### src/memSubsystem_defs.svh
`ifndef MEM_SUBSYSTEM_DEFS_SVH
`define MEM_SUBSYSTEM_DEFS_SVH

// byte address width, 1024 bytes of RAM
`define MEM_ADDR_BITS 10

`define MEM_DEPTH (1 << `MEM_ADDR_BITS)

// rename tag carried by load/store requests
`define TAG_BITS 4

`define BYTE_BITS 8

// one fetch or full-word access
`define WORD_BYTES 4

`define WORD_BITS (`WORD_BYTES * `BYTE_BITS)

`endif

### src/memPkg.sv
`default_nettype none
`include "memSubsystem_defs.svh"

package memPkg;

    typedef enum logic [1:0] {
        LEN_BYTE = 2'd0,
        LEN_HALF = 2'd1,
        LEN_WORD = 2'd2
    } accLen_e;

    // the ports see a word, the controller fills it lane by lane
    typedef union packed {
        logic [`WORD_BITS-1:0] word;
        logic [`WORD_BYTES-1:0][`BYTE_BITS-1:0] lane;
    } dataWord_u;

    typedef struct packed {
        logic store;
        logic [`MEM_ADDR_BITS-1:0] addr;
        accLen_e len;
        dataWord_u data;
    } memReq_s;

    typedef struct packed {
        memReq_s mem;
        logic [`TAG_BITS-1:0] tag;
    } lsuReq_s;

    typedef struct packed {
        logic [`TAG_BITS-1:0] tag;
        dataWord_u data;
    } lsuResp_s;

endpackage

`default_nettype wire

### src/fetchPort.sv
`timescale 1ns/10ps
`default_nettype none
`include "memSubsystem_defs.svh"

module fetchPort (
    input  logic                      clk,
    input  logic                      rst,
    input  logic                      fetchEn,
    input  logic [`MEM_ADDR_BITS-1:0] fetchAddr,
    output logic                      fetchReady,
    output logic                      fetchDone,
    output memPkg::dataWord_u         fetchData,
    output memPkg::memReq_s           memReqOut,
    output logic                      req,
    input  logic                      ack,
    input  memPkg::dataWord_u         ackData
);

    logic [`MEM_ADDR_BITS-1:0] heldAddr;
    logic busy;
    logic accept;
    logic finish;

    assign accept = fetchEn && fetchReady;
    assign finish = req && ack;
    assign fetchReady = !busy || (!req && !ack);

    // every fetch is a full word load, alignment is the front end's job
    always_comb begin
        memReqOut = '0;
        memReqOut.store = 1'b0;
        memReqOut.addr = heldAddr;
        memReqOut.len = memPkg::LEN_WORD;
    end

    always_ff @(posedge clk) begin
        if (rst) begin
            busy <= 1'b0;
            req <= 1'b0;
            fetchDone <= 1'b0;
        end else begin
            fetchDone <= finish;
            if (accept) begin
                busy <= 1'b1;
                req <= 1'b1;
            end else if (finish) begin
                req <= 1'b0;
            end else if (!req && !ack) begin
                busy <= 1'b0;
            end
        end
    end

    always_ff @(posedge clk) begin
        if (accept) begin
            heldAddr <= fetchAddr;
        end
        if (finish) begin
            fetchData <= ackData;
        end
    end

endmodule

`default_nettype wire

### config.mk
export PLATFORM = sky130hd
export DESIGN_NAME = fetchPort
export DESIGN_NICKNAME = d
export VERILOG_FILES = /design/src/memPkg.sv /design/src/fetchPort.sv
export VERILOG_INCLUDE_DIRS = /design/src
export SDC_FILE = /design/constraint.sdc
export NUM_CORES = 1
export LEC_CHECK = 0
export ABC_CLOCK_PERIOD_IN_PS = 1650
export BUFFER_PORTS_ARGS = -buffer_cell sky130_fd_sc_hd__clkbuf_2
export CAP_MARGIN = 20
export CORE_ASPECT_RATIO = 0.6
export CORE_MARGIN = 2
export CORE_UTILIZATION = 39
export CTS_CLUSTER_SIZE = 12
export DETAILED_ROUTE_END_ITERATION = 8
export GPL_TIMING_DRIVEN = 1
export PLACE_DENSITY_LB_ADDON = 0.1
export SYNTH_ARGS = -nofsm -noshare
export SYNTH_HDL_FRONTEND = slang
export SYNTH_SLANG_ARGS = --single-unit
### constraint.sdc
create_clock -name clk -period 1.65 [get_ports clk]
set_clock_uncertainty 0.1 [all_clocks]
set_input_delay 0.0825 -clock clk [delete_from_list [all_inputs] [get_ports clk]]
set_output_delay 0.0825 -clock clk [all_outputs]
set_load 0.05 [all_outputs]
Yosys cells after proc, flatten, opt, wreduce, memory -nomap -nowiden
Cells that the tools add are included.
{"block": "word_totals", "ff_bits": 45, "in_bits": 46, "output_inout_bits": 80}
{"block": "op_classes", "n_eq_ne": 1, "mux": 5, "n_reduce_logical": 10}
{"cell": "$mux W1", "count": 5}
{"cell": "$reduce_bool A2 Y1", "count": 2}
{"cell": "$logic_and A1 B1 Y1", "count": 3}
{"cell": "$logic_not A1 Y1", "count": 3}
{"cell": "$ne A2 B2 Y1 const B", "count": 1}
{"cell": "$reduce_and A2 Y1", "count": 1}
{"cell": "$logic_or A1 B1 Y1", "count": 1}

Depth between registers and ports, before layout
{"block": "depth", "word_depth": 6, "ltp_mapped": 2}

Worst setup path before layout
Ideal clock, no wire load.
{"block": "synth_path", "kind": "reg2reg", "startpoint": "reg req", "endpoint": "reg heldAddr[0], enable pin", "setup_ps": 316, "arrival_ps": 1417, "required_ps": 1234, "slack_ps": -184, "stages_incl_launch_ff": 3, "path_buffers": 0, "period_less_slack_ps": 1834, "path_cell_list": "dfxtp_1 -> o21ai_2 -> and2_2"}
{"block": "synth_via", "elab_chain_cells": 4}
{"element": "start: declaration", "line": "fetchPort.sv:14", "rtl": "output logic req,"}
{"element": "start signal: assignment", "line": "fetchPort.sv:39", "rtl": "req <= 1'b0;"}
{"element": "start signal: assignment", "line": "fetchPort.sv:45", "rtl": "req <= 1'b1;"}
{"element": "start signal: assignment", "line": "fetchPort.sv:47", "rtl": "req <= 1'b0;"}
{"element": "$logic_not A1 Y1", "line": "fetchPort.sv:26", "rtl": "assign fetchReady = !busy || (!req && !ack);"}
{"element": "$logic_and A1 B1 Y1", "line": "fetchPort.sv:26"}
{"element": "$logic_or A1 B1 Y1", "line": "fetchPort.sv:26"}
{"element": "via fetchReady", "line": "fetchPort.sv:10", "rtl": "output logic fetchReady,"}
{"element": "$logic_and A1 B1 Y1", "line": "fetchPort.sv:24", "rtl": "assign accept = fetchEn && fetchReady;"}
{"element": "via accept", "line": "fetchPort.sv:21", "rtl": "logic accept;"}
{"element": "end signal: assignment", "line": "fetchPort.sv:56", "rtl": "heldAddr <= fetchAddr;"}
{"element": "end: declaration", "line": "fetchPort.sv:19", "rtl": "logic [`MEM_ADDR_BITS-1:0] heldAddr;"}
The timed path passes the listed nets, and every way through them passes these cells.
A chain may end at the register's enable or synchronous reset.

Final worst setup path
{"block": "layout_path", "startpoint": "reg req", "endpoint": "reg fetchData[1] in the netlist's numbering, enable pin"}
{"block": "layout_via", "elab_chain_cells": 1}
{"element": "$logic_and A1 B1 Y1", "line": "fetchPort.sv:25", "rtl": "assign finish = req && ack;"}
{"element": "via finish", "line": "fetchPort.sv:22", "rtl": "logic finish;"}
{"element": "end signal: assignment", "line": "fetchPort.sv:59", "rtl": "fetchData <= ackData;"}
{"element": "end: declaration", "line": "fetchPort.sv:12", "rtl": "output memPkg::dataWord_u fetchData,"}
The timed path passes the listed nets, and every way through them passes these cells.

==> results.md <==
- Status: finished clean
- Drt wl/cell: 11.4 um
- Die H: 54.6 um
- Core ar.: 4100 um^2
- Die Area: 4820 um^2
- Syn avg cell area: 18.3 um^2
- Via count: 1085
- Crit path kind: register to register
- Number of synthesized register bits: 45
- Worst VDD drop: 0.497 mV
- Detailed placement HPWL: 2260 um
- WL met2: between 1500 and 2000 um
- Antenna Nets Post-Route: 0
- Final Hold Fails: 0
- Most frequent cell after synthesis: edfxtp_1
- Initial antenna violation count: 0
- Finish-stage setup viols: 0
- Tot Pwr: 2.64 mW
- Num CTS Buffers: 5
- Nets: 276
- Synthesized area: 1660 um^2
- Hold Crit Class: input pin to register
- CP Launch Type: register
- CP endpoint kind: register
- Worst Path Arrival: 1.17 ns
- Sequential cell area: roughly 1300 um^2
- First-pass GRT wire length: 4390 um
- H-tree levels: 2
- Vias in the first global route: 979
- Max-capacitance violation count: 0
- Clk Latency, worst-skew pair: 0.28 ns
- Clk root buf: clkbuf_8
- TNS Setup: 0 ns
- Synth cell types: 12
- Post-synth EDFFs: 42
- Ys async rst share: 0
- WL final: about 3300 um
- Syn Inst Count: 91
- Gr usage total: 0.128
- Met3 routed WL: 365 um
- TritonCTS clock tree: built
- Filler Cell Count: 331
- Sequential element share of the synthesized area: 0.795
- Post-synth top area cell: edfxtp_1
- Largest cells by area after synthesis: edfxtp_1 76%, buf_4 16%, dfxtp_1 3.6%
- WP data required: 1.49 ns
- Slew Limit Fails: 0
- Multi-input combinational cell area: 209 um^2
- IO Pins: 126
- Area grow syn2layout: 56.7%
- WL met1: 1300 um
- Worst-path fanout max: 33
- CP Cell Sequence: and2_4
- Biggest cell delay along the critical path: approximately 0.45 ns
- P per Cell Area: 1010 nW/um^2
- RSZ-0062 raised after global routing: false
- Vias per std cell: 3.73
- Critical path's top delay family: simple AND/OR/NAND/NOR gates
- Number of remaining DRC errors: 0
- CP bufs+invs: 0
- Prevailing post-synth register cell: edfxtp_1
- Layout cells sized above 1: 0.437
- Gpl congestion: 0.630
- Ys Warns: 0
- Diodes inserted: 0
- Grt ovf: 0
- Largest net degree at the start of global routing: 34
- Site Rows: 18
- Clk slew on worst S/H paths: 0.08 ns
- Die Width: between 80 and 90 um
- Final core utilization: 0.636
- Initial Utilization: 0.406
- Lkg Pwr: 1.17 nW
- Top cells by count, synth: 42 x edfxtp_1, 35 x buf_4, 3 x dfxtp_1
- Port bufs: 90
- Fmax: 754 MHz
- Longest Clk Path Bufs: 2
- Yosys top cell area share: 0.758
- CP max-delay cell: and2_4
- Sink Count: 45
- Final min period: 1.33 ns
- Highest metal used: met4
- DR iter-0 viols: 50
- DR pass1 iterations: 4
- Period utilization: 0.804
## sequential cells by signal (all words and copies together) (netlist names)
| name | cells |
|---|---|
| fetchDone | 1 |
| busy | 1 |
| fetchData | 32 |
| heldAddr | 10 |
| req | 1 |
## metrics by stage
step                      std cells  instance area, um^2  hold WS, ns  setup slack, ns
final                           291                 2610       0.0628            0.323
after global routing            291                 2610       0.0932            0.258
after CTS                       291                 2610       0.0599            0.302
after detailed placement        239                 2060        0.161            0.304
after global placement          239                 2060        0.160            0.366
after floorplan                 124                 1800       0.0449           0.0416
## what timing repair did
action                     4_1_cts  5_1_grt
gates resized for setup          0        0
hold buffers                    44        0
setup endpoints to repair        0        0
buffers inserted                 0        0
hold endpoints to repair        45        0
## layout make-up
type	instances	area share
flip-flops and latches	45	0.507
repair buffers	134	0.342
multi-input cells	43	0.0802
well taps	60	0.0288
clock buffers	6	0.0278
clock inverters	2	0.0130
inverters	1	0.00144
## worst paths after layout
kind / startpoint / to / slack [ns] / cells past startpoint
min: ack / req / 0.06 / 3
min reg2reg: busy / busy / 0.42 / 2
max: req / fetchData[1] / 0.32 / 1
max reg2reg: req / fetchData[1] / 0.32 / 1
## metal layers
| layer | up-vias | global-route usage |
|---|---|---|
| li1 | 523 | - |
| met1 | 486 | 0.152 |
| met2 | 74 | 0.221 |
| met3 | 2 | 0.0377 |
| met4 | 0 | 0.0606 |
| met5 | - | 0 |
## where the power goes
part           leakage, nW  switching (mW)  internal, mW
Combinational        0.704           0.398         0.141
Sequential           0.415          0.0154          1.30
Clock               0.0528           0.338         0.447
## cells by family after synthesis
logic type,Yosys count,share of synthesized area
AO/OA/AOI/OAI,4,0.0196
flip-flops,45,0.795
other,2,0.00452
AND/OR/NAND/NOR,4,0.0211
buffers and inverters,36,0.160
## placed cells by master, fill, tap and decap left out
cell           instances
a21bo_1                1
a21oi_1                1
a21oi_2                1
and2_4                 2
bufinv_16              1
clkbuf_1               1
clkbuf_2              90
clkbuf_8               5
clkinv_1               1
conb_1                35
dfxtp_1                3
dlygate4sd3_1         44
edfxtp_1              42
inv_1                  1
nand2b_1               1
nor2b_4                1
o21ai_4                1
No activity file was read; power rests on OpenSTA's default activity.
