`src/memSubsystem_defs.svh`:
```
`ifndef MEM_SUBSYSTEM_DEFS_SVH
`define MEM_SUBSYSTEM_DEFS_SVH

// byte address width, 1024 bytes of RAM
`define MEM_ADDR_BITS 10

`define MEM_DEPTH (1 << `MEM_ADDR_BITS)

// rename tag carried by load/store requests
`define TAG_BITS 4

`define BYTE_BITS 8

// one fetch or full-word access
`define WORD_BYTES 4

`define WORD_BITS (`WORD_BYTES * `BYTE_BITS)

`endif

```
`src/memPkg.sv`:
```
`default_nettype none
`include "memSubsystem_defs.svh"

package memPkg;

    typedef enum logic [1:0] {
        LEN_BYTE = 2'd0,
        LEN_HALF = 2'd1,
        LEN_WORD = 2'd2
    } accLen_e;

    // the ports see a word, the controller fills it lane by lane
    typedef union packed {
        logic [`WORD_BITS-1:0] word;
        logic [`WORD_BYTES-1:0][`BYTE_BITS-1:0] lane;
    } dataWord_u;

    typedef struct packed {
        logic store;
        logic [`MEM_ADDR_BITS-1:0] addr;
        accLen_e len;
        dataWord_u data;
    } memReq_s;

    typedef struct packed {
        memReq_s mem;
        logic [`TAG_BITS-1:0] tag;
    } lsuReq_s;

    typedef struct packed {
        logic [`TAG_BITS-1:0] tag;
        dataWord_u data;
    } lsuResp_s;

endpackage

`default_nettype wire

```
`src/memCtrl.sv`:
```
`timescale 1ns/10ps
`default_nettype none
`include "memSubsystem_defs.svh"

module memCtrl (
    input  logic                      clk,
    input  logic                      rst,
    input  logic                      dReq,
    input  memPkg::memReq_s           dReqData,
    output logic                      dAck,
    input  logic                      fReq,
    input  memPkg::memReq_s           fReqData,
    output logic                      fAck,
    output memPkg::dataWord_u         rdData,
    output logic                      ramWe,
    output logic [`MEM_ADDR_BITS-1:0] ramAddr,
    output logic [7:0]                ramWdata,
    input  logic [7:0]                ramRdata
);

    typedef enum logic [1:0] {
        IDLE   = 2'd0,
        RUN    = 2'd1,
        ACKING = 2'd2
    } ctrlState_e;

    ctrlState_e state;
    logic gntData; // also remembers who was served last
    logic pickData;
    logic anyReq;
    logic gntReq;
    memPkg::memReq_s selReq;
    memPkg::memReq_s cur;
    logic [2:0] cnt;
    logic [2:0] endCnt;
    logic [1:0] loadLane;
    memPkg::dataWord_u collect;

    function automatic logic [2:0] lenBytes(input memPkg::accLen_e len);
        case (len)
            memPkg::LEN_BYTE: lenBytes = 3'd1;
            memPkg::LEN_HALF: lenBytes = 3'd2;
            default: lenBytes = 3'(`WORD_BYTES);
        endcase
    endfunction

    assign anyReq = dReq || fReq;

    // on a tie the port not served last wins
    assign pickData = dReq && (!fReq || !gntData);
    assign selReq = pickData ? dReqData : fReqData;
    assign gntReq = gntData ? dReq : fReq;

    assign dAck = (state == ACKING) && gntData;
    assign fAck = (state == ACKING) && !gntData;
    assign rdData = collect;

    // byte order is little endian, the address wraps at the RAM size
    assign ramWe = (state == RUN) && cur.store;
    assign ramAddr = cur.addr + `MEM_ADDR_BITS'(cnt);
    assign ramWdata = cur.data.lane[cnt[1:0]];

    // read data lags the address by one cycle
    assign loadLane = cnt[1:0] - 2'd1;

    always_ff @(posedge clk) begin
        if (rst) begin
            state <= IDLE;
            gntData <= 1'b1; // so the fetch port wins the first tie
            cnt <= '0;
        end else begin
            case (state)
                IDLE: begin
                    if (anyReq) begin
                        state <= RUN;
                        gntData <= pickData;
                        cnt <= '0;
                    end
                end
                RUN: begin
                    cnt <= cnt + 3'd1;
                    if (cnt == endCnt) begin
                        state <= ACKING;
                    end
                end
                ACKING: begin
                    if (!gntReq) begin
                        state <= IDLE;
                    end
                end
                default: state <= IDLE;
            endcase
        end
    end

    always_ff @(posedge clk) begin
        if (state == IDLE && anyReq) begin
            cur <= selReq;
            // loads need one more cycle for the last byte to come back
            endCnt <= lenBytes(selReq.len) - (selReq.store ? 3'd1 : 3'd0);
            collect <= '0;
        end else if (state == RUN && !cur.store && cnt != 3'd0) begin
            collect.lane[loadLane] <= ramRdata;
        end
    end

endmodule

`default_nettype wire

```
`config.mk`:
```
export PLATFORM = sky130hd
export DESIGN_NAME = memCtrl
export DESIGN_NICKNAME = d
export VERILOG_FILES = /design/src/memPkg.sv /design/src/memCtrl.sv
export VERILOG_INCLUDE_DIRS = /design/src
export SDC_FILE = /design/constraint.sdc
export NUM_CORES = 1
export LEC_CHECK = 0
export BUFFER_PORTS_ARGS = -buffer_cell sky130_fd_sc_hd__buf_2
export CAP_MARGIN = 5
export CORE_UTILIZATION = 40
export DETAILED_ROUTE_END_ITERATION = 8
export GPL_TIMING_DRIVEN = 1
export PLACE_DENSITY = 0.78
export REMOVE_ABC_BUFFERS = 1
export SYNTH_ARGS = -nofsm -noshare
export SYNTH_HDL_FRONTEND = slang
export SYNTH_SLANG_ARGS = --single-unit
```
`constraint.sdc`:
```
create_clock -name clk -period 2.1 [get_ports clk]
set_input_delay 0.105 -clock clk [delete_from_list [all_inputs] [get_ports clk]]
set_output_delay 0.105 -clock clk [all_outputs]
set_load 0.005 [all_outputs]
```
Word level (Yosys, flattened, before mapping) --
Cells that the tools add are included.
Cells by class: multiplexer cells 16, shift-type cells 0, reductions and logical operators 20, add/sub/neg operators 4, divide/modulo/power cells 0, equality and inequality tests 7, $lt $le $gt $ge 3, bitwise logic cells 0, multipliers 0
Operator list (count):
- $mux 45 | 1
- $bwmux 32 | 1
- $bmux 8 s2 | 1
- $demux 8 s2 | 1
- $mux 8 | 2
- $pmux 3 s2 | 2
- $add 10x3->10 | 1
- $logic_and 1x1->1 | 8
- $lt 2x3->1 const B | 2
- $mux 2 | 3
- $mux 3 | 2
- $pmux 2 s3 | 1
- $eq 2x1->1 const B | 2
- $logic_not 2->1 | 2
- $ne 2x2->1 const B | 2
- $reduce_and 2->1 | 2
- $add 3x1->3 const B | 1
- $eq 3x3->1 | 1
- $logic_not 1->1 | 3
- $reduce_and 3->1 | 1
- $reduce_bool 3->1 | 1
- $sub 3x1->3 | 1
- $eq 2x2->1 const B | 1
- $ge 2x1->1 const B | 1
- 5 further kinds | 7
Word-level totals: logic and storage cells 58, bits in latches 0, bits of input ports 102, memories 0, output and inout bits 53, memory bits (writable) 0, ROM bits 0, register bits 84

Depth between registers and ports, before layout --
Gate-level depths: netlist of the first run.
word-level depth 8, mapped depth 8, depth with buffers taken out 6

Worst setup path before layout of the first run --
OpenSTA, ideal clock, no wires.
path kind flip-flop to flip-flop, start point register gntData, end point register endCnt[2], data pin, cell stages (with the launch flop) 8, setup slack 0.124 ns, period minus slack after synthesis 1.976 ns, library setup time 0.258 ns, buffers on the path 2, arrival 1.719 ns, data required time 1.842 ns, path through dfxtp_1 > a21boi_2 > buf_2 > buf_4 > mux2_2 > ha_1 > ha_1 > xnor2_1
RTL lines:
- start, declared | RTL line memCtrl.sv:28 | logic gntData;
- start signal, assigned | RTL line memCtrl.sv:76 | gntData <= pickData;
- end signal, assigned | RTL line memCtrl.sv:100 | endCnt <= lenBytes(selReq.len) - (selReq.store ? 3'd1 : 3'd0);
- end, declared | RTL line memCtrl.sv:35 | logic [2:0] endCnt;

Worst setup path after layout of the first run --
start point register cnt[2], end point output port ramAddr[5]
Between the ends: longest elaborated chain between the ends 1
Ends and longest elaborated chain:
- start, declared | RTL line memCtrl.sv:34 | logic [2:0] cnt;
- start signal, assigned | RTL line memCtrl.sv:81 | cnt <= cnt + 3'd1;
- $add 10x3->10 | RTL line memCtrl.sv:60 | assign ramAddr = cur.addr + `MEM_ADDR_BITS'(cnt);
- end, declared | RTL line memCtrl.sv:16 | output logic [`MEM_ADDR_BITS-1:0] ramAddr,
Every way passes these cells.

==> summary.txt, run 1 <==
Synthesis
  – Yosys Warn Count: 0
  – Mapped Cells: 315
  – Largest area contributor in the netlist: edfxtp_1
  – Syn Std Cell Area: 0.004070 mm2
  – Count of cell types in the netlist: 44
  – Post-synth ARST share: 0
  – Syn Area/Cell: 12.92 um2
  – Top cell type's share of synthesized area: 0.3394
  – Seq/Total Area, Yosys: 0.5263
  – Post-synth EDFFs: 46
  – Area contributors post-synth: edfxtp_1 (34%), dfxtp_1 (19%), mux2_2 (12%)
  – Synth cell count leaders: edfxtp_1 (46), mux2_2 (43), dfxtp_1 (38)
  – Cell with the most instances after synthesis: edfxtp_1
  – Predominant post-synthesis flop cell: edfxtp_1
  – Register bit count reported by yosys: 84

Critical path
  – Setup crit start kind: register
  – CP max FO: 6
  – Required @ worst endpoint: 2.00 ns
  – Worst EP arrival: 1.88 ns
  – Crit Path Category: register to output pin
  – Worst setup EP type: output pin

Die
  – Core box area: 0.009819 mm2
  – Chip height: 102.9 um
  – Die X: 102.9 um
  – Row cnt: 36
  – Ports: 155
  – Initial Util: 0.4145
  – Die ar.: 0.01058 mm2

Global routing
  – Vias in the first global route: 3010
  – Largest net degree at the start of global routing: 36
  – Overall fraction of global-route tracks in use: 0.1762
  – Initial antenna violation count: 0
  – Gr ovfl total: 0
  – Global-route wire length before repair: 13970 um

Timing
  – Fin. Hold Viols: 0
  – Setup Skew: 0.01402 ns
  – Achievable frequency: 0.5026 GHz
  – Min Tclk post-route: 1.990 ns
  – Final worst slack: 0.1102 ns
  – Actual slew at the worst max-slew pin: 0.4891 ns
  – Unrepaired setup endpoints after global routing: true
  – Max-slew headroom: 0.6736
  – Period utilisation layout: 0.9475
  – Hold Slack: 0.02700 ns
  – Max Transition Viols Final: 0
  – Post-Route Setup TNS: 0 ns
  – Final setup viols: 0

Hold path
  – HP Class: input pin to register

Placed design
  – Dpl ws: 0.3314 ns
  – Port bufs: 154
  – Dpl hpwl: 7003 um
  – Routability cong.: 0.8120

Final layout
  – Area Overhead vs Synth: 28.74%
  – Antenna diodes: 0
  – Number of nets in the layout: 589
  – Layout Utilization: 0.5336
  – Share of layout cells above drive strength 1: 0.5031

Outcome
  – Status: finished clean

Detailed routing
  – Final WL: 9053 um
  – Number of remaining DRC errors: 0
  – First-pass DRT Iterations: 4
  – WL/cell: 14.74 um
  – Remaining antenna violation count: 0
  – Via density: 4.997
  – 1st-iter DRT viols: 115
  – Vias: 3068

Clocking
  – Max clock buf depth: 2
  – Clock Tree Root: clkbuf_8
  – CTS tree: built
  – H-tree depth: 3
  – Clock Latency Late Sink: 0.36 ns
  – CTS Buf Count: 9
  – Clk slew on worst S/H paths: 0.09 ns
  – Clock sinks: 84

Power
  – VDD IR-drop max: 328.6 uV
  – Power Density: 716.4 mW/mm2
  – Leakage power: 2.421 nW
  – Overall power: 3.754 mW

Flow run
  – Max cap viols: 0
-- logic make-up after synthesis --
family | share of synthesized area
and+or+nand+nor | 0.06825
AOI/OAI and AO/OA | 0.07870
muxes | 0.2272
xor gates and xnor gates | 0.02797
DFF | 0.5263
adders and majority gates | 0.03566
buffers and inverters | 0.03596
-- path summary, 6_finish.rpt --
check | startpoint | endpoint | slack [ns] | depth (start not counted)
worst max-delay path | cnt[2]$_SDFFE_PP0P_ | ramAddr[5] | 0.11 | 5
worst min-delay path | ramRdata[0] | rdData[24]$_SDFFE_PP0P_ | 0.03 | 3
worst max register to register | gntData$_SDFFE_PP1P_ | endCnt[2]$_DFFE_PP_ | 0.37 | 5
worst min register to register | rdData[26]$_SDFFE_PP0P_ | rdData[26]$_SDFFE_PP0P_ | 0.48 | 2
-- report_power, final --
part           switching, mW  internal [mW]
Clock                  0.627          0.455
Sequential            0.0630           1.91
Combinational          0.347          0.354
Total                   1.04           2.72
-- final cells by class --
| cell class | instances | area (um2) |
|---|---|---|
| clock inverters | 6 | 55.05 |
| well taps | 133 | 166.4 |
| flip-flops and latches | 84 | 2143 |
| multi-input cells | 198 | 1799 |
| repair buffers | 165 | 880.8 |
| clock buffers | 10 | 127.6 |
| inverters | 18 | 67.56 |
| fillers | 904 | 4579 |
-- metal layers --
layer,up-vias,global-route usage,part of all wire
li1,1492,-,-
met1,1455,0.2007,0.40
met2,106,0.3133,0.52
met3,15,0.04746,0.062
met4,0,0.07042,0.021
met5,-,0,0
-- flip-flops by register name (all words and copies together), names as in the netlist --
name     count
cnt          3
cur         43
endCnt       3
gntData      1
rdData      32
state        2
-- cells in the final DEF, fill, tap and decap left out, types with 3 or more instances in the layout --
cell,instances
a21oi_1,15
buf_2,154
buf_4,8
clkbuf_8,9
dfxtp_1,37
edfxtp_1,46
ha_1,10
inv_1,17
inv_6,3
mux2_2,43
mux2i_1,26
mux4_2,8
nand2_1,5
nand3_1,9
nand4_4,3
nor2_1,3
nor3b_1,4
o21ai_0,34
xnor2_1,5
xor2_1,8
-- timing repair --
action | 4_1_cts | 5_1_grt
endpoints found under the hold margin | 4 | 0
gates resized for setup | 3 | 1
buffers inserted | 0 | 0
setup endpoints to repair | 3 | 6
hold buffers | 1 | 0
pin swaps | 1 | 1
-- worst max-delay path, cell delays in order (launching register included) --
cell and delay [ns]:
dfxtp_1 0.47, ha_1 0.33, a21oi_1 0.29, a21oi_1 0.13
xor2_1 0.17, buf_2 0.14
-- through the flow --
stage	cell area [um2]	cells
detailed placement	5036	597
finish	5240	614
global placement	5036	597
floorplan	3991	300
CTS	5235	614
global route	5240	614
Note: power is estimated with default switching activity, not from simulation.
==> run 2, diff against run 1 <==
RECOVER_POWER = 100   (was unset)
==> summary.txt, run 2 (synthesis gave the netlist of run 1 again) <==
Critical path
  – Reg2Reg Depth: 6
  – CP Capture Point: ramAddr[6]
  – Crit Path Category: register to output pin
  – Slowest cell on crit path: fa_2
  – Buffers plus inverters on the worst setup path: 2
  – Setup crit start: cnt[0]$_SDFFE_PP0P_
  – R2R Setup Slk: 0.21 ns
  – Setup crit start kind: register
  – Worst EP arrival: 1.88 ns
  – Required @ worst endpoint: 2.00 ns
  – Worst setup EP type: output pin
  – Levels on crit path: 7
  – CP max FO: 3
  – Top delay family on crit path: adder cells
  – CP max stage delay: 0.37 ns
  – CP cell instances: ha_1, inv_1, fa_2, nor2b_4, o21ai_0, xnor2_1, buf_2
  – R2r startpoint: gntData$_SDFFE_PP1P_
  – R2R Path End: endCnt[2]$_DFFE_PP_

Timing
  – Min Tclk post-route: 1.988 ns
  – Achievable frequency: 0.5030 GHz
  – Period utilisation layout: 0.9467
  – Unrepaired setup endpoints after global routing: true
  – Setup Skew: 0.01612 ns
  – Max Transition Viols Final: 0
  – Final setup viols: 0
  – Final worst slack: 0.1120 ns
  – Post-Route Setup TNS: 0 ns
  – Fin. Hold Viols: 0
  – Actual slew at the worst max-slew pin: 0.5930 ns
  – Max-slew headroom: 0.6035

Detailed routing
  – Vias: 3078
  – Wire length on met3: 556 um
  – Final WL: 9091 um
  – First-pass DRT Iterations: 4
  – Number of remaining DRC errors: 0
  – Remaining antenna violation count: 0
  – Met2 WL: 4789 um
  – Via density: 5.013
  – Met1 WL: 3596 um
  – 1st-iter DRT viols: 113
  – DR top layer: met4
  – WL/cell: 14.81 um

Die
  – Die X: 102.9 um
  – Initial Util: 0.4145
  – Chip height: 102.9 um
  – Core box area: 0.009819 mm2
  – Ports: 155
  – Row cnt: 36
  – Die ar.: 0.01058 mm2

Power
  – Power Density: 726.5 mW/mm2
  – VDD IR-drop max: 329.1 uV
  – Leakage power: 2.220 nW
  – Overall power: 3.707 mW

Clocking
  – Clock sinks: 84
  – Clock Latency Late Sink: 0.36 ns
  – CTS Buf Count: 9
  – Post-CTS setup buffers: 0
  – Clock Tree Root: clkbuf_8
  – H-tree depth: 3
  – Max clock buf depth: 2
  – CTS tree: built
  – Clk slew on worst S/H paths: 0.09 ns

Final layout
  – Filler instances: 940
  – Largest register by flop count: cur
  – Antenna diodes: 0
  – Commonest non-fill, non-tap cells in the layout: buf_2 (113), edfxtp_1 (46), mux2_2 (42), clkbuf_1 (42), dfxtp_1 (37)
  – Multi-input logic area: 0.001752 mm2
  – Final instance area: 0.005102 mm2
  – Area Overhead vs Synth: 25.36%
  – FF/Latch Area: 0.002143 mm2
  – Most common cell after layout, fill and taps aside: buf_2
  – Layout Utilization: 0.5196
  – Share of layout cells above drive strength 1: 0.4033
  – Number of flip-flops under the largest register name: 43
  – Number of nets in the layout: 589

Placed design
  – Dpl ws: 0.3314 ns
  – Dpl hpwl: 7003 um
  – Port bufs: 154
  – Placed Area: 0.005036 mm2
  – Routability cong.: 0.8120

Global routing
  – Initial antenna violation count: 0
  – Overall fraction of global-route tracks in use: 0.1762
  – Vias in the first global route: 3010
  – Global-route wire length before repair: 13970 um
  – Largest net degree at the start of global routing: 36
  – Gr ovfl total: 0

Outcome
  – Status: finished clean

Flow run
  – Max cap viols: 0

Hold path
  – HP Class: input pin to register
## run 2: cell types whose count changed in the layout (fill, tap and decap cells not counted), sizes merged
cell / change
buf: -46
clkbuf: +46
## run 2: timing repair
item | 4_1_cts | 5_1_grt
resized for setup | 3 | 1
hold endpoints to repair | 4 | 0
setup endpoints to repair | 3 | 6
pin swaps | 1 | 1
hold buffers | 1 | 0
## run 2: worst min-delay path by stage
stage / start / endpoint / depth (start not counted)
4_1_cts: ramRdata[1] / rdData[25]$_SDFFE_PP0P_ / 3
5_1_grt: dReqData[24] / cur[24]$_DFFE_PP_ / 2
3_5_place_dp: rst / state[0]$_SDFFE_PP0P_ / 2
3_3_place_gp: rst / state[0]$_SDFFE_PP0P_ / 2
6_report: ramRdata[0] / rdData[24]$_SDFFE_PP0P_ / 3
2_1_floorplan: rst / cnt[0]$_SDFFE_PP0P_ / 1
## run 2: worst min-delay path: stages
cell and delay (ns):
buf_2 0.11, nand3_1 0.06, a21oi_1 0.06
## run 2: where the power goes
| group | leakage (nW) | switching (mW) | internal [mW] | total, mW |
|---|---|---|---|---|
| registers | 0.758 | 0.0631 | 1.91 | 1.97 |
| logic | 1.37 | 0.330 | 0.315 | 0.645 |
| clock network | 0.0938 | 0.634 | 0.455 | 1.09 |
## run 2: metrics by stage
step / hold WS, ns / instances
after floorplan: 0.1741 / 300
after global placement: 0.3519 / 597
after detailed placement: 0.3524 / 597
after CTS: 0.01137 / 614
after global routing: 0.01294 / 614
final: 0.02528 / 614
## run 2: final cells by class
type / count / area share
well taps: 133 / 0.03261
flip-flops and latches: 84 / 0.4201
repair buffers: 165 / 0.1550
clock inverters: 6 / 0.01079
inverters: 18 / 0.01324
clock buffers: 10 / 0.02501
multi-input cells: 198 / 0.3433
## run 2: per-layer routing
metal  vias to the layer above  GRT usage
met2                       112     0.3133
met4                         0    0.07042
li1                       1495          -
met1                      1458     0.2007
met3                        13    0.04746
met5                         -          0
