==> config.mk <==
export PLATFORM = sky130hd
export DESIGN_NAME = dataPort
export DESIGN_NICKNAME = d
export VERILOG_FILES = /design/src/memPkg.sv /design/src/dataPort.sv
export VERILOG_INCLUDE_DIRS = /design/src
export SDC_FILE = /design/constraint.sdc
export NUM_CORES = 1
export LEC_CHECK = 0
export BUFFER_PORTS_ARGS = -buffer_cell sky130_fd_sc_hd__buf_2
export CAP_MARGIN = 20
export CORE_ASPECT_RATIO = 0.9
export CORE_UTILIZATION = 42
export CTS_BUF_LIST = sky130_fd_sc_hd__clkbuf_4 sky130_fd_sc_hd__clkbuf_8
export CTS_CLUSTER_SIZE = 8
export DETAILED_ROUTE_END_ITERATION = 10
export PLACE_DENSITY_LB_ADDON = 0.1
export SKIP_LAST_GASP = 1
export SLEW_MARGIN = 20
export SYNTH_ARGS = -nofsm -noshare
export SYNTH_HDL_FRONTEND = slang
export SYNTH_SLANG_ARGS = --single-unit
==> constraint.sdc <==
create_clock -name clk -period 2.29 [get_ports clk]
set_input_delay 0.458 -clock clk [delete_from_list [all_inputs] [get_ports clk]]
set_output_delay 0.458 -clock clk [all_outputs]
set_load 0.02 [all_outputs]
==> src/memSubsystem_defs.svh <==
`ifndef MEM_SUBSYSTEM_DEFS_SVH
`define MEM_SUBSYSTEM_DEFS_SVH

// byte address width, 1024 bytes of RAM
`define MEM_ADDR_BITS 10

`define MEM_DEPTH (1 << `MEM_ADDR_BITS)

// rename tag carried by load/store requests
`define TAG_BITS 4

`define BYTE_BITS 8

// one fetch or full-word access
`define WORD_BYTES 4

`define WORD_BITS (`WORD_BYTES * `BYTE_BITS)

`endif

==> src/memPkg.sv <==
`default_nettype none
`include "memSubsystem_defs.svh"

package memPkg;

    typedef enum logic [1:0] {
        LEN_BYTE = 2'd0,
        LEN_HALF = 2'd1,
        LEN_WORD = 2'd2
    } accLen_e;

    // the ports see a word, the controller fills it lane by lane
    typedef union packed {
        logic [`WORD_BITS-1:0] word;
        logic [`WORD_BYTES-1:0][`BYTE_BITS-1:0] lane;
    } dataWord_u;

    typedef struct packed {
        logic store;
        logic [`MEM_ADDR_BITS-1:0] addr;
        accLen_e len;
        dataWord_u data;
    } memReq_s;

    typedef struct packed {
        memReq_s mem;
        logic [`TAG_BITS-1:0] tag;
    } lsuReq_s;

    typedef struct packed {
        logic [`TAG_BITS-1:0] tag;
        dataWord_u data;
    } lsuResp_s;

endpackage

`default_nettype wire

==> src/dataPort.sv <==
`timescale 1ns/10ps
`default_nettype none

module dataPort (
    input  logic              clk,
    input  logic              rst,
    input  logic              lsuEn,
    input  memPkg::lsuReq_s   lsuReq,
    output logic              lsuReady,
    output logic              lsuDone,
    output memPkg::lsuResp_s  lsuResp,
    output memPkg::memReq_s   memReqOut,
    output logic              req,
    input  logic              ack,
    input  memPkg::dataWord_u ackData
);

    memPkg::lsuReq_s held;
    logic busy;
    logic accept;
    logic finish;

    assign accept = lsuEn && lsuReady;
    assign finish = req && ack;

    // free again once the controller has dropped ack
    assign lsuReady = !busy || (!req && !ack);

    assign memReqOut = held.mem;

    always_ff @(posedge clk) begin
        if (rst) begin
            busy <= 1'b0;
            req <= 1'b0;
            lsuDone <= 1'b0;
        end else begin
            lsuDone <= finish;
            if (accept) begin
                busy <= 1'b1;
                req <= 1'b1;
            end else if (finish) begin
                req <= 1'b0; // second phase of the handshake
            end else if (!req && !ack) begin
                busy <= 1'b0;
            end
        end
    end

    always_ff @(posedge clk) begin
        if (accept) begin
            held <= lsuReq;
        end
        if (finish) begin
            lsuResp.tag <= held.tag;
            lsuResp.data.word <= held.mem.store ? '0 : ackData.word; // stores report zero
        end
    end

endmodule

`default_nettype wire

* Word-level counts from Yosys, hierarchy flattened
Index checks and enable logic that the tools add are counted.
** Operators by class
- Add/sub/neg operators :: 0
- $mul :: 0
- Divide/modulo/power cells :: 0
- Order comparisons :: 0
- Equal/unequal tests :: 1
- Shift operators :: 0
- Mux-type cells :: 5
- Bitwise operators :: 0
- Reductions and logical operators :: 10
** Operators by type and width (number)
- 2-to-1 mux 1 bit :: 5
- nonzero test 2 bit :: 2
- logical AND 1 bit :: 3
- logical NOT 1 bit :: 3
- inequality test 2 bit (second input constant) :: 1
- AND reduction 2 bit :: 1
- logical OR 1 bit :: 1
** Storage, ports and cells
- Register bits :: 88
- Latch bits :: 0
- RAM bits :: 0
- Memory bits (read-only) :: 0
- Input bits :: 85
- Output and inout bits :: 84
- Word-level logic and storage cells :: 26
- Memories :: 0

* Depth between registers and ports, before layout
Gate-level depths: netlist of the first run.
- Depth after elaboration :: 6
- Mapped depth :: 2
- Depth with buffers taken out :: 2

* Worst setup path after synthesis of the first run
OpenSTA, ideal clock, no wires.
- Kind :: input to register
- Start point :: input ack
- End point :: register held[0] in the netlist's numbering, enable pin
- Setup time :: 0.411 ns
- Data arrival time :: 1.956 ns
- Data required time :: 1.879 ns
- Setup slack :: -0.077 ns
- Cell stages on the path :: 2
- Buffers on the path :: 0
- Cell sequence :: o21ai_2 > and2_1
** Between the ends
- Longest elaborated chain between the ends :: 4
** RTL lines
- from (decl) :: RTL line dataPort.sv:14 : input logic ack,
- logical NOT 1 bit :: RTL line dataPort.sv:27 : assign lsuReady = !busy || (!req && !ack);
- logical AND 1 bit :: RTL line dataPort.sv:27
- logical OR 1 bit :: RTL line dataPort.sv:27
- logical AND 1 bit :: RTL line dataPort.sv:23 : assign accept = lsuEn && lsuReady;
- named net accept :: RTL line dataPort.sv:20 : logic accept;
- to (signal assigned) :: RTL line dataPort.sv:51 : held <= lsuReq;
- to (decl) :: RTL line dataPort.sv:18 : memPkg::lsuReq_s held;
The timed path passes the listed nets, and every way through them passes these cells.
A chain may end at the register's enable or synchronous reset.

* Worst setup path after layout of the first run
- Start point :: register held, in the netlist memReqOut[44]
- End point :: output memReqOut[44] in the netlist's numbering
** RTL lines
- to (decl) :: RTL line dataPort.sv:12 : output memPkg::memReq_s memReqOut,
No word-level cell between the ends.

==> results.md, run 1 <==
- The worst relative slew slack is 0.694.
- Routability-driven placement finished with a final weighted congestion of 0.706.
- The number of vias in the routed layout is 1,743.
- Once layout is complete, the cells apart from fillers number 409.
- The clock-pin slew reported for the worst setup and hold paths after clock tree synthesis is 0.09 ns.
- The CTS tree is built.
- The vias per cell is 4.26.
- The share of the cycle needed by the critical path after routing is 0.737.
- The worst setup skew after layout is 0.00536 ns.
- In the routed design, unresolved DRC markers number 0.
- The detail route stage leaves a number of antenna-violating nets equal to 0.
- The analysis attributes to cell leakage a power of 1.72 nW.
- After detailed placement, the design holds a cell count of 393.
- The die is 85.2 µm tall.
- The pin count of the biggest net entering global routing is 50.
- The floorplan step defined a die boundary enclosing 0.00804 mm².
- In this run, the number of DRC markers left after iteration 0 of detailed routing was 85.
- The count of filler cells inserted in the layout is 634.
- The final max-slew violation count is 0.
- Post-CTS repair changed the size of 0 cells.
- The post-cts hold buffer count is 0.
- The end of the critical path is memReqOut[44].
- Data on the critical path is required at its endpoint by 1.83 ns.
- On the critical path, the stage with the largest delay is an instance of sky130_fd_sc_hd__edfxtp_1.
- The number of buffers inserted to repair setup after CTS is 0.
- The initial antenna violation count came to 0.
- Synthesis produced a netlist whose cell count is 177.
- For the worst setup path, the data arrival time is 1.23 ns.
- The reg-to-reg critical path endpoint is lsuResp[35]$_DFFE_PP_.
- The first-pass GRT wire length is 8.23 mm.
- The length of the first detailed-routing pass in iterations is 4.
- The total global routing track utilization is 0.143.
- CTS built an H-tree with a depth of 3.
- The starting utilization of the core area is 0.445.
- The count of final setup violators is 0.
- Buffers placed on the I/O ports in this run total 168.
- 169 I/O pins were placed.
- Buffers inserted during clock tree synthesis total 9.
- The number of nets handed over by synthesis was 262.
- Across all register-to-register paths, the minimum setup slack is 0.98 ns.
- The total detailed-routing wirelength is 5.61 mm.
- The total non-filler cell area in the finished layout is 0.00408 mm².
- The wire length per cell after detailed routing is 13.7 µm.
- Counting cells, the worst reg-to-reg path comes to 2.
- The row count is 29.
- The peak fanout along the critical path is 13.
- The region available for standard cell placement spans 0.00726 mm².
- The delay of the slowest cell on the worst path is 0.63 ns.
- The flop and latch count out of synthesis is 88.
- In this run the cell area measured after placement is 0.00386 mm².
- The critical path is of the reg -> out type.
- After synthesis, the mean cell area works out to 18.2 µm².
- The reg-to-reg critical path startpoint is req$_SDFFE_PP0P_.
- The net count of the finished layout is 396.
- The number of warnings reported in the yosys synthesis log is 0.
- After routing, the total negative slack on setup checks comes to 0 ns.
- The total global routing overflow is 0.
- Of the synthesized area, sequential elements account for 0.809.
- The number of global-route vias before repair is 1,731.
- The buffering stage count on the worst path with inverters included is 1.
- The maximum clock frequency is 593 MHz.
- The largest vdd supply drop is 544 µV.
- The critical path goes through buf_2.
- The number of antenna diodes in the final layout is 0.
- The fraction of layout cells with a size suffix above 1 is 0.595.
- The number of endpoints with negative hold slack in the final report is 0.
- The total of max-cap violations is 0.
- The later-pin clock latency in the skew report is 0.34 ns.
- The synthesis-to-layout area growth is 26.4%.
- The cell area power density is 819 mW/mm².
- The family with the most delay on the worst path is flip-flops.
- The width of the die is 94.4 µm.
- CTS saw 88 sinks.
- The slew at the pin closest to its max-slew limit is 0.460 ns.
- The clock tree buffer depth is 2.
- The synthesized netlist occupies a cell area of 0.00323 mm².
- The final period demand of the worst path is 1.69 ns.
- The worst setup path is launched from a flip-flop.
- The type of the worst min-delay path is in -> reg.
- The critical path depth in cells is 1.
- Setup repair after global routing left no endpoint under its margin.
- The distinct cell type count of the synthesized netlist is 11.
- Once layout is complete, the utilization of the core stands at 0.563.
- The critical path endpoint category is a primary output.
- The critical path starts at memReqOut[44]$_DFFE_PP_.
- The total power of the final layout is 3.34 mW.
- The root cell of the clock tree is sky130_fd_sc_hd__clkbuf_8.
- The flow ran to the end, and the final reports show no timing, DRC or antenna violations.
[logic make-up (layout without fill, tap and decap cells)]
| kind of cell | Yosys count | count (layout) | synth area share |
|---|---|---|---|
| flops | 88 | 88 | 0.809 |
| compound gates | 4 | 4 | 0.00814 |
| buf+inv | 49 | 188 | 0.113 |
| simple gates | 36 | 36 | 0.0701 |
[Yosys cell counts]
| library cell | n | area share |
|---|---|---|
| sky130_fd_sc_hd__edfxtp_1 | 85 | 0.79 |
| sky130_fd_sc_hd__o21ai_2 | 1 | 0.0027 |
| sky130_fd_sc_hd__and2_1 | 2 | 0.0039 |
| sky130_fd_sc_hd__nor2b_1 | 32 | 0.062 |
| sky130_fd_sc_hd__buf_4 | 48 | 0.11 |
| sky130_fd_sc_hd__a21oi_1 | 2 | 0.0031 |
| sky130_fd_sc_hd__nand2b_1 | 1 | 0.0019 |
| sky130_fd_sc_hd__inv_1 | 1 | 0.0012 |
| sky130_fd_sc_hd__o21bai_1 | 1 | 0.0023 |
| sky130_fd_sc_hd__dfxtp_1 | 3 | 0.019 |
| sky130_fd_sc_hd__and2b_1 | 1 | 0.0023 |
[registers in the layout, summed over array words and instances, names as in the netlist]
name and cells:
memReqOut 45, req 1, lsuDone 1, lsuResp 36, held 4, busy 1
[through the flow]
stage | setup slack [ns] | hold slack, ns
finish | 0.602 | 0.286
global route | 0.514 | 0.254
CTS | 0.567 | 0.262
detailed placement | 0.794 | 0.409
global placement | 0.804 | 0.407
floorplan | 0.439 | 0.400
[cells in the final DEF, fill, tap and decap left out, drive strengths merged]
master	n
nand2b	1
o21bai	1
and2	2
dfxtp	3
nor2b	32
buf	171
edfxtp	85
clkinvlp	2
bufinv	2
and2b	1
inv	1
clkinv	3
clkbuf	9
a21oi	2
o21ai	1
[cell type report]
| type | instances | area [µm²] | share of cell area |
|---|---|---|---|
| tap | 93 | 116 | 0.0285 |
| sequential | 88 | 2610 | 0.640 |
| timing repair buffer | 171 | 876 | 0.215 |
| multi-input combinational | 40 | 254 | 0.0622 |
| clock buffer | 9 | 124 | 0.0303 |
| inverter | 1 | 3.75 | 0.000919 |
| clock inverter | 7 | 96.3 | 0.0236 |
[where the power goes]
group,internal [mW],switching [mW]
Combinational,0.123,0.189
Sequential,1.86,0.0212
Clock,0.614,0.534
[metal layers]
metal / GRT usage / vias up / wire, µm / share of wire
li1: - / 847 / - / -
met1: 0.141 / 805 / 1920 / 0.34
met2: 0.248 / 86 / 3000 / 0.54
met3: 0.0762 / 5 / 639 / 0.11
met4: 0.0587 / 0 / 39 / 0.0070
met5: 0 / - / 0 / 0
[worst min path at each step]
stage                      startpoint                 endpoint  slack [ns]  cells after the start
floorplan           held[0]$_DFFE_PP_    lsuResp[32]$_DFFE_PP_        0.40                      0
global placement    held[2]$_DFFE_PP_    lsuResp[34]$_DFFE_PP_        0.41                      0
detailed placement  held[0]$_DFFE_PP_    lsuResp[32]$_DFFE_PP_        0.41                      0
CTS                         lsuReq[8]   memReqOut[4]$_DFFE_PP_        0.26                      1
global route               lsuReq[39]  memReqOut[35]$_DFFE_PP_        0.25                      1
finish                     lsuReq[13]   memReqOut[9]$_DFFE_PP_        0.29                      1
No activity file was read; power rests on OpenSTA's default activity.
==> inputs of run 2 (changes only) <==
--- a/config.mk
+++ b/config.mk
@@ -6,10 +6,11 @@
 export SDC_FILE = /design/constraint.sdc
 export NUM_CORES = 1
 export LEC_CHECK = 0
+export ABC_AREA = 1
 export BUFFER_PORTS_ARGS = -buffer_cell sky130_fd_sc_hd__buf_2
 export CAP_MARGIN = 20
 export CORE_ASPECT_RATIO = 0.9
-export CORE_UTILIZATION = 42
+export CORE_UTILIZATION = 46
 export CTS_BUF_LIST = sky130_fd_sc_hd__clkbuf_4 sky130_fd_sc_hd__clkbuf_8
 export CTS_CLUSTER_SIZE = 8
 export DETAILED_ROUTE_END_ITERATION = 10
==> constraint.sdc (replaced) <==
create_clock -name clk -period 1.75 [get_ports clk]
set_input_delay 0.35 -clock clk [delete_from_list [all_inputs] [get_ports clk]]
set_output_delay 0.35 -clock clk [all_outputs]
set_load 0.02 [all_outputs]
==> run 2 against run 1 <==
Setup slack got worse by 0.30 ns. Non-clock buffer count increased by 2. Sequential share of layout area decreased by 0.90 points. First-iteration DRC count decreased by 31%. Critical path type unchanged. Critical endpoint unchanged.
==> results.md, run 2 <==
- The number of nets with antenna violations after detailed routing is 0 (unchanged).
- The routability congestion estimate is 0.738 (+4.5%).
- The reg-to-reg critical path startpoint is req$_SDFFE_PP0P_.
- The type of the worst min-delay path is in -> reg.
- The final core area utilization is 0.619 (+0.0565).
- The total detailed-routing wirelength is 5.32 mm (-5.2%).
- In this run the worst setup path begins at memReqOut[44]$_DFFE_PP_.
- The critical path endpoint category is a primary output.
- By count the netlist is led by 85 x sky130_fd_sc_hd__edfxtp_1, 45 x sky130_fd_sc_hd__buf_4, 35 x sky130_fd_sc_hd__inv_1.
- The later-pin clock latency in the skew report came to 0.33 ns (about the same).
- The H-tree depth was 3 (unchanged).
- The post-layout net count is 431 (+8.8%).
- The slowest cell on the critical path is sky130_fd_sc_hd__edfxtp_1.
- The number of buffers created by CTS is 9 (unchanged).
- The final max-slew violation count is 0 (unchanged).
- The total non-filler cell area in the finished layout is 0.00414 mm² (+1.5%).
- The count of filler cells inserted in the layout is 550 (-13%).
- The pin count of the biggest net entering global routing is 37 (-26%).
- Based on the critical path, the design can be clocked at up to 692 MHz.
- The fraction of synthesized cell area taken by the top area cell type was 0.785 (-0.00578).
- The clock tree buffer depth came to 2 (unchanged).
- The switching power as a share of total power is 0.218 (-0.00446).
- The number of non-filler instances in the completed layout is 440 (+7.6%).
- The width of the die is 90.6 µm (-4.0%).
- The number of antenna cells inserted is 0 (unchanged).
- The number of global-route vias before repair is 1,654 (-4.4%).
- The worst relative slew slack came to 0.790 (+0.0967).
- The smallest clock period supported by the final layout is computed as 1.45 ns.
- The net count of the mapped netlist was 295 (+13%).
- The reg-to-reg critical path endpoint is memReqOut[6]$_DFFE_PP_.
- The internal power consumption is 3.40 mW (+31%).
- The data arrival time of the critical path came to 1.10 ns (-0.13 ns).
- The slew at the pin closest to its max-slew limit is 0.315 ns (-0.145 ns).
- The total of max-cap violations is 0 (unchanged).
- The most critical setup path has its endpoint at memReqOut[44].
- The synthesized netlist cell count is 210 (+19%).
- The die span in y is 81.8 µm (-4.0%).
- The proportion of power drawn by flip-flops and latches is 0.567 (+0.004).
- The die footprint is 0.00741 mm² (-7.8%).
- The count of buffers from port buffering is 168 (unchanged).
- The row count was 28 (-3.4%).
- The core area is 0.00669 mm² (-7.8%).
- The number of endpoints with negative hold slack in the final report was 0 (unchanged).
- The total global routing track utilization came to 0.141 (-0.00185).
- After legalization and detailed placement, the total HPWL measured 3.91 mm.
- The nature of the critical path startpoint is a flip-flop.
- In the post-synthesis netlist, the biggest area contributors are sky130_fd_sc_hd__edfxtp_1 78%, sky130_fd_sc_hd__buf_4 10%, sky130_fd_sc_hd__inv_1 4.0%.
- The area growth from synthesis to layout is 27.3%.
- The synthesized area per cell is 15.5 µm² (-15%).
- In the layout the commonest cells are 168 x sky130_fd_sc_hd__buf_2, 85 x sky130_fd_sc_hd__edfxtp_1, 34 x sky130_fd_sc_hd__inv_1, 33 x sky130_fd_sc_hd__nor2_1, 9 x sky130_fd_sc_hd__clkbuf_8.
- The flip-flop count of the largest register after layout is 45 (unchanged).
- The post-cts hold buffer count came to 0 (unchanged).
- The number of vias in the routed layout is 1,811 (+3.9%).
- The combinational share of power came to 0.099 (+0.006).
- The CTS tree is built.
- The net switching power of the design is 947 µW (+27%).
- The vias per cell is 4.12 (-3.4%).
- The placed cell area is 0.00393 mm² (+1.8%).
- The number of cells after detailed placement was 425 (+8.1%).
- The number of warnings reported in the yosys synthesis log was 0 (unchanged).
- The leakage power is 1.90 nW (+10%).
- The prevailing post-synth register cell is sky130_fd_sc_hd__edfxtp_1.
- Setup repair after global routing left no endpoint under its margin.
- The delay of the slowest cell on the worst path is 0.53 ns (-0.10 ns).
- The total global routing overflow is 0 (unchanged).
- The wire length per cell after detailed routing is 12.1 µm (-12%).
- The number of remaining DRC errors is 0 (unchanged).
- The family with the most delay on the worst path is flip-flops.
- The depth of the most critical reg-to-reg path was 4 (+2).
- Of all cell types, the one taking the most synthesized area is sky130_fd_sc_hd__edfxtp_1.
- The number of clock sinks is 88 (unchanged).
- The reg-to-reg setup timing slack is 0.34 ns (-0.64 ns).
- The clock share of power is 0.333 (-0.010).
- The async set-reset flop share out of synthesis is 0 (unchanged).
- The largest vdd supply drop is 494 µV (-9.2%).
- The fraction of layout cells with a size suffix above 1 is 0.546 (-0.0492).
- Traced cell by cell, the critical path runs through buf_2.
- The count of final setup violators came to 0 (unchanged).
- The summed negative setup slack over all endpoints is 0 ns (unchanged).
- The first-pass GRT wire length is 7.67 mm (-6.8%).
- The critical path depth in cells is 1 (unchanged).
- The flop and latch count out of synthesis was 88 (unchanged).
- The clock-pin slew reported for the worst setup and hold paths after clock tree synthesis is 0.08 ns (about the same).
- The portion of the post-synthesis area used by sequential elements is 0.803 (-0.00591).
- The worst setup skew after layout was 0.00620 ns (+0.000840 ns).
- The buffering stage count on the worst path with inverters included is 1 (unchanged).
- The data required time at the worst endpoint is 1.40 ns (-0.43 ns).
- The root buffer cell chosen for the clock tree is sky130_fd_sc_hd__clkbuf_8.
- The number of buffers inserted to repair setup after CTS was 0 (unchanged).
- The peak fanout along the critical path came to 10 (-3).
- The length of the first detailed-routing pass in iterations came to 4 (unchanged).
- The boundary pin count was 169 (unchanged).
- The initial antenna violation count is 0 (unchanged).
- The distinct cell type count of the synthesized netlist was 10 (-1).
- The cell area after synthesis came to 0.00325 mm² (+0.74%).
- Dividing the final minimum period by the clock period gives 0.826.
- The cell area power density is 1050 mW/mm² (+28%).
- The starting utilization of the core area is 0.486 (+0.0412).
- The most common library cell in the layout ignoring fill and taps is sky130_fd_sc_hd__buf_2.
- The flow ran to the end, and the final reports show no timing, DRC or antenna violations.
- sky130_fd_sc_hd__edfxtp_1 is the most common cell in the netlist.
- The critical path is of the reg -> out type.
- The number of gates resized after CTS is 0 (unchanged).
- The number of enable-type register cells in the synthesized netlist came to 85 (unchanged).
- The iteration-0 DRC count of the detailed router is 59 (-31%).
## run 2: changes by cell type in the layout (fill, tap and decap cells not counted), moves of 2 or more
cell / previous run / this run
sky130_fd_sc_hd__buf_12: 1 / 3
sky130_fd_sc_hd__inv_1: 1 / 34
sky130_fd_sc_hd__nand2_1: 0 / 2
sky130_fd_sc_hd__nor2_1: 0 / 33
sky130_fd_sc_hd__nor2b_1: 32 / 0
## run 2: cell families (layout without fill, tap and decap cells)
kind of cell,count (synthesis),after routing,share of synthesized area
flip-flops,88,88,0.803
buffers and inverters,83,223,0.149
AND/OR/NAND/NOR,36,36,0.0423
AO/OA/AOI/OAI,3,3,0.00577
## run 2: cell type report
type | count | area (µm²) | share of cell area
clock inverters | 6 | 85.1 | 0.0205
well taps | 90 | 113 | 0.0272
flip-flops and latches | 88 | 2610 | 0.631
multi-input cells | 39 | 156 | 0.0378
inverters | 35 | 135 | 0.0326
repair buffers | 173 | 916 | 0.221
clock buffers | 9 | 124 | 0.0299
## run 2: how the worst min path moves through the flow
stage | depth (start not counted) | slack [ns] | endpoint | start
2_1_floorplan | 0 | 0.40 | lsuResp[32]$_DFFE_PP_ | held[0]$_DFFE_PP_
3_3_place_gp | 0 | 0.40 | lsuResp[34]$_DFFE_PP_ | held[2]$_DFFE_PP_
3_5_place_dp | 0 | 0.42 | lsuResp[32]$_DFFE_PP_ | held[0]$_DFFE_PP_
4_1_cts | 1 | 0.16 | memReqOut[26]$_DFFE_PP_ | lsuReq[30]
5_1_grt | 1 | 0.17 | memReqOut[26]$_DFFE_PP_ | lsuReq[30]
6_report | 1 | 0.19 | memReqOut[38]$_DFFE_PP_ | lsuReq[42]
## run 2: power by group through the flow
stage | Clock (mW) | Combinational, mW | Sequential (mW)
final | 1.45 | 0.431 | 2.46
after global routing | 1.55 | 0.467 | 2.48
after CTS | 1.49 | 0.437 | 2.47
after detailed placement | 0 | 0.437 | 2.51
after global placement | 0 | 0.433 | 2.51
after floorplan | 0 | 0.257 | 2.56
## run 2: metrics by stage
stage | worst slack (ns) | total power [mW] | hold WS (ns)
after floorplan | 0.00685 | 2.81 | 0.400
after global placement | 0.257 | 2.94 | 0.401
after detailed placement | 0.221 | 2.95 | 0.416
after CTS | 0.272 | 4.39 | 0.165
after global routing | 0.220 | 4.49 | 0.168
final | 0.305 | 4.34 | 0.187
## run 2: metal layers
layer  wire (µm)  vias up  share of wire  global-route usage
li1            -      913              -                   -
met1        2030      801           0.38               0.164
met2        2580       90           0.49               0.222
met3         624        7           0.12              0.0611
met4          79        0          0.015              0.0823
met5           0        -              0                   0
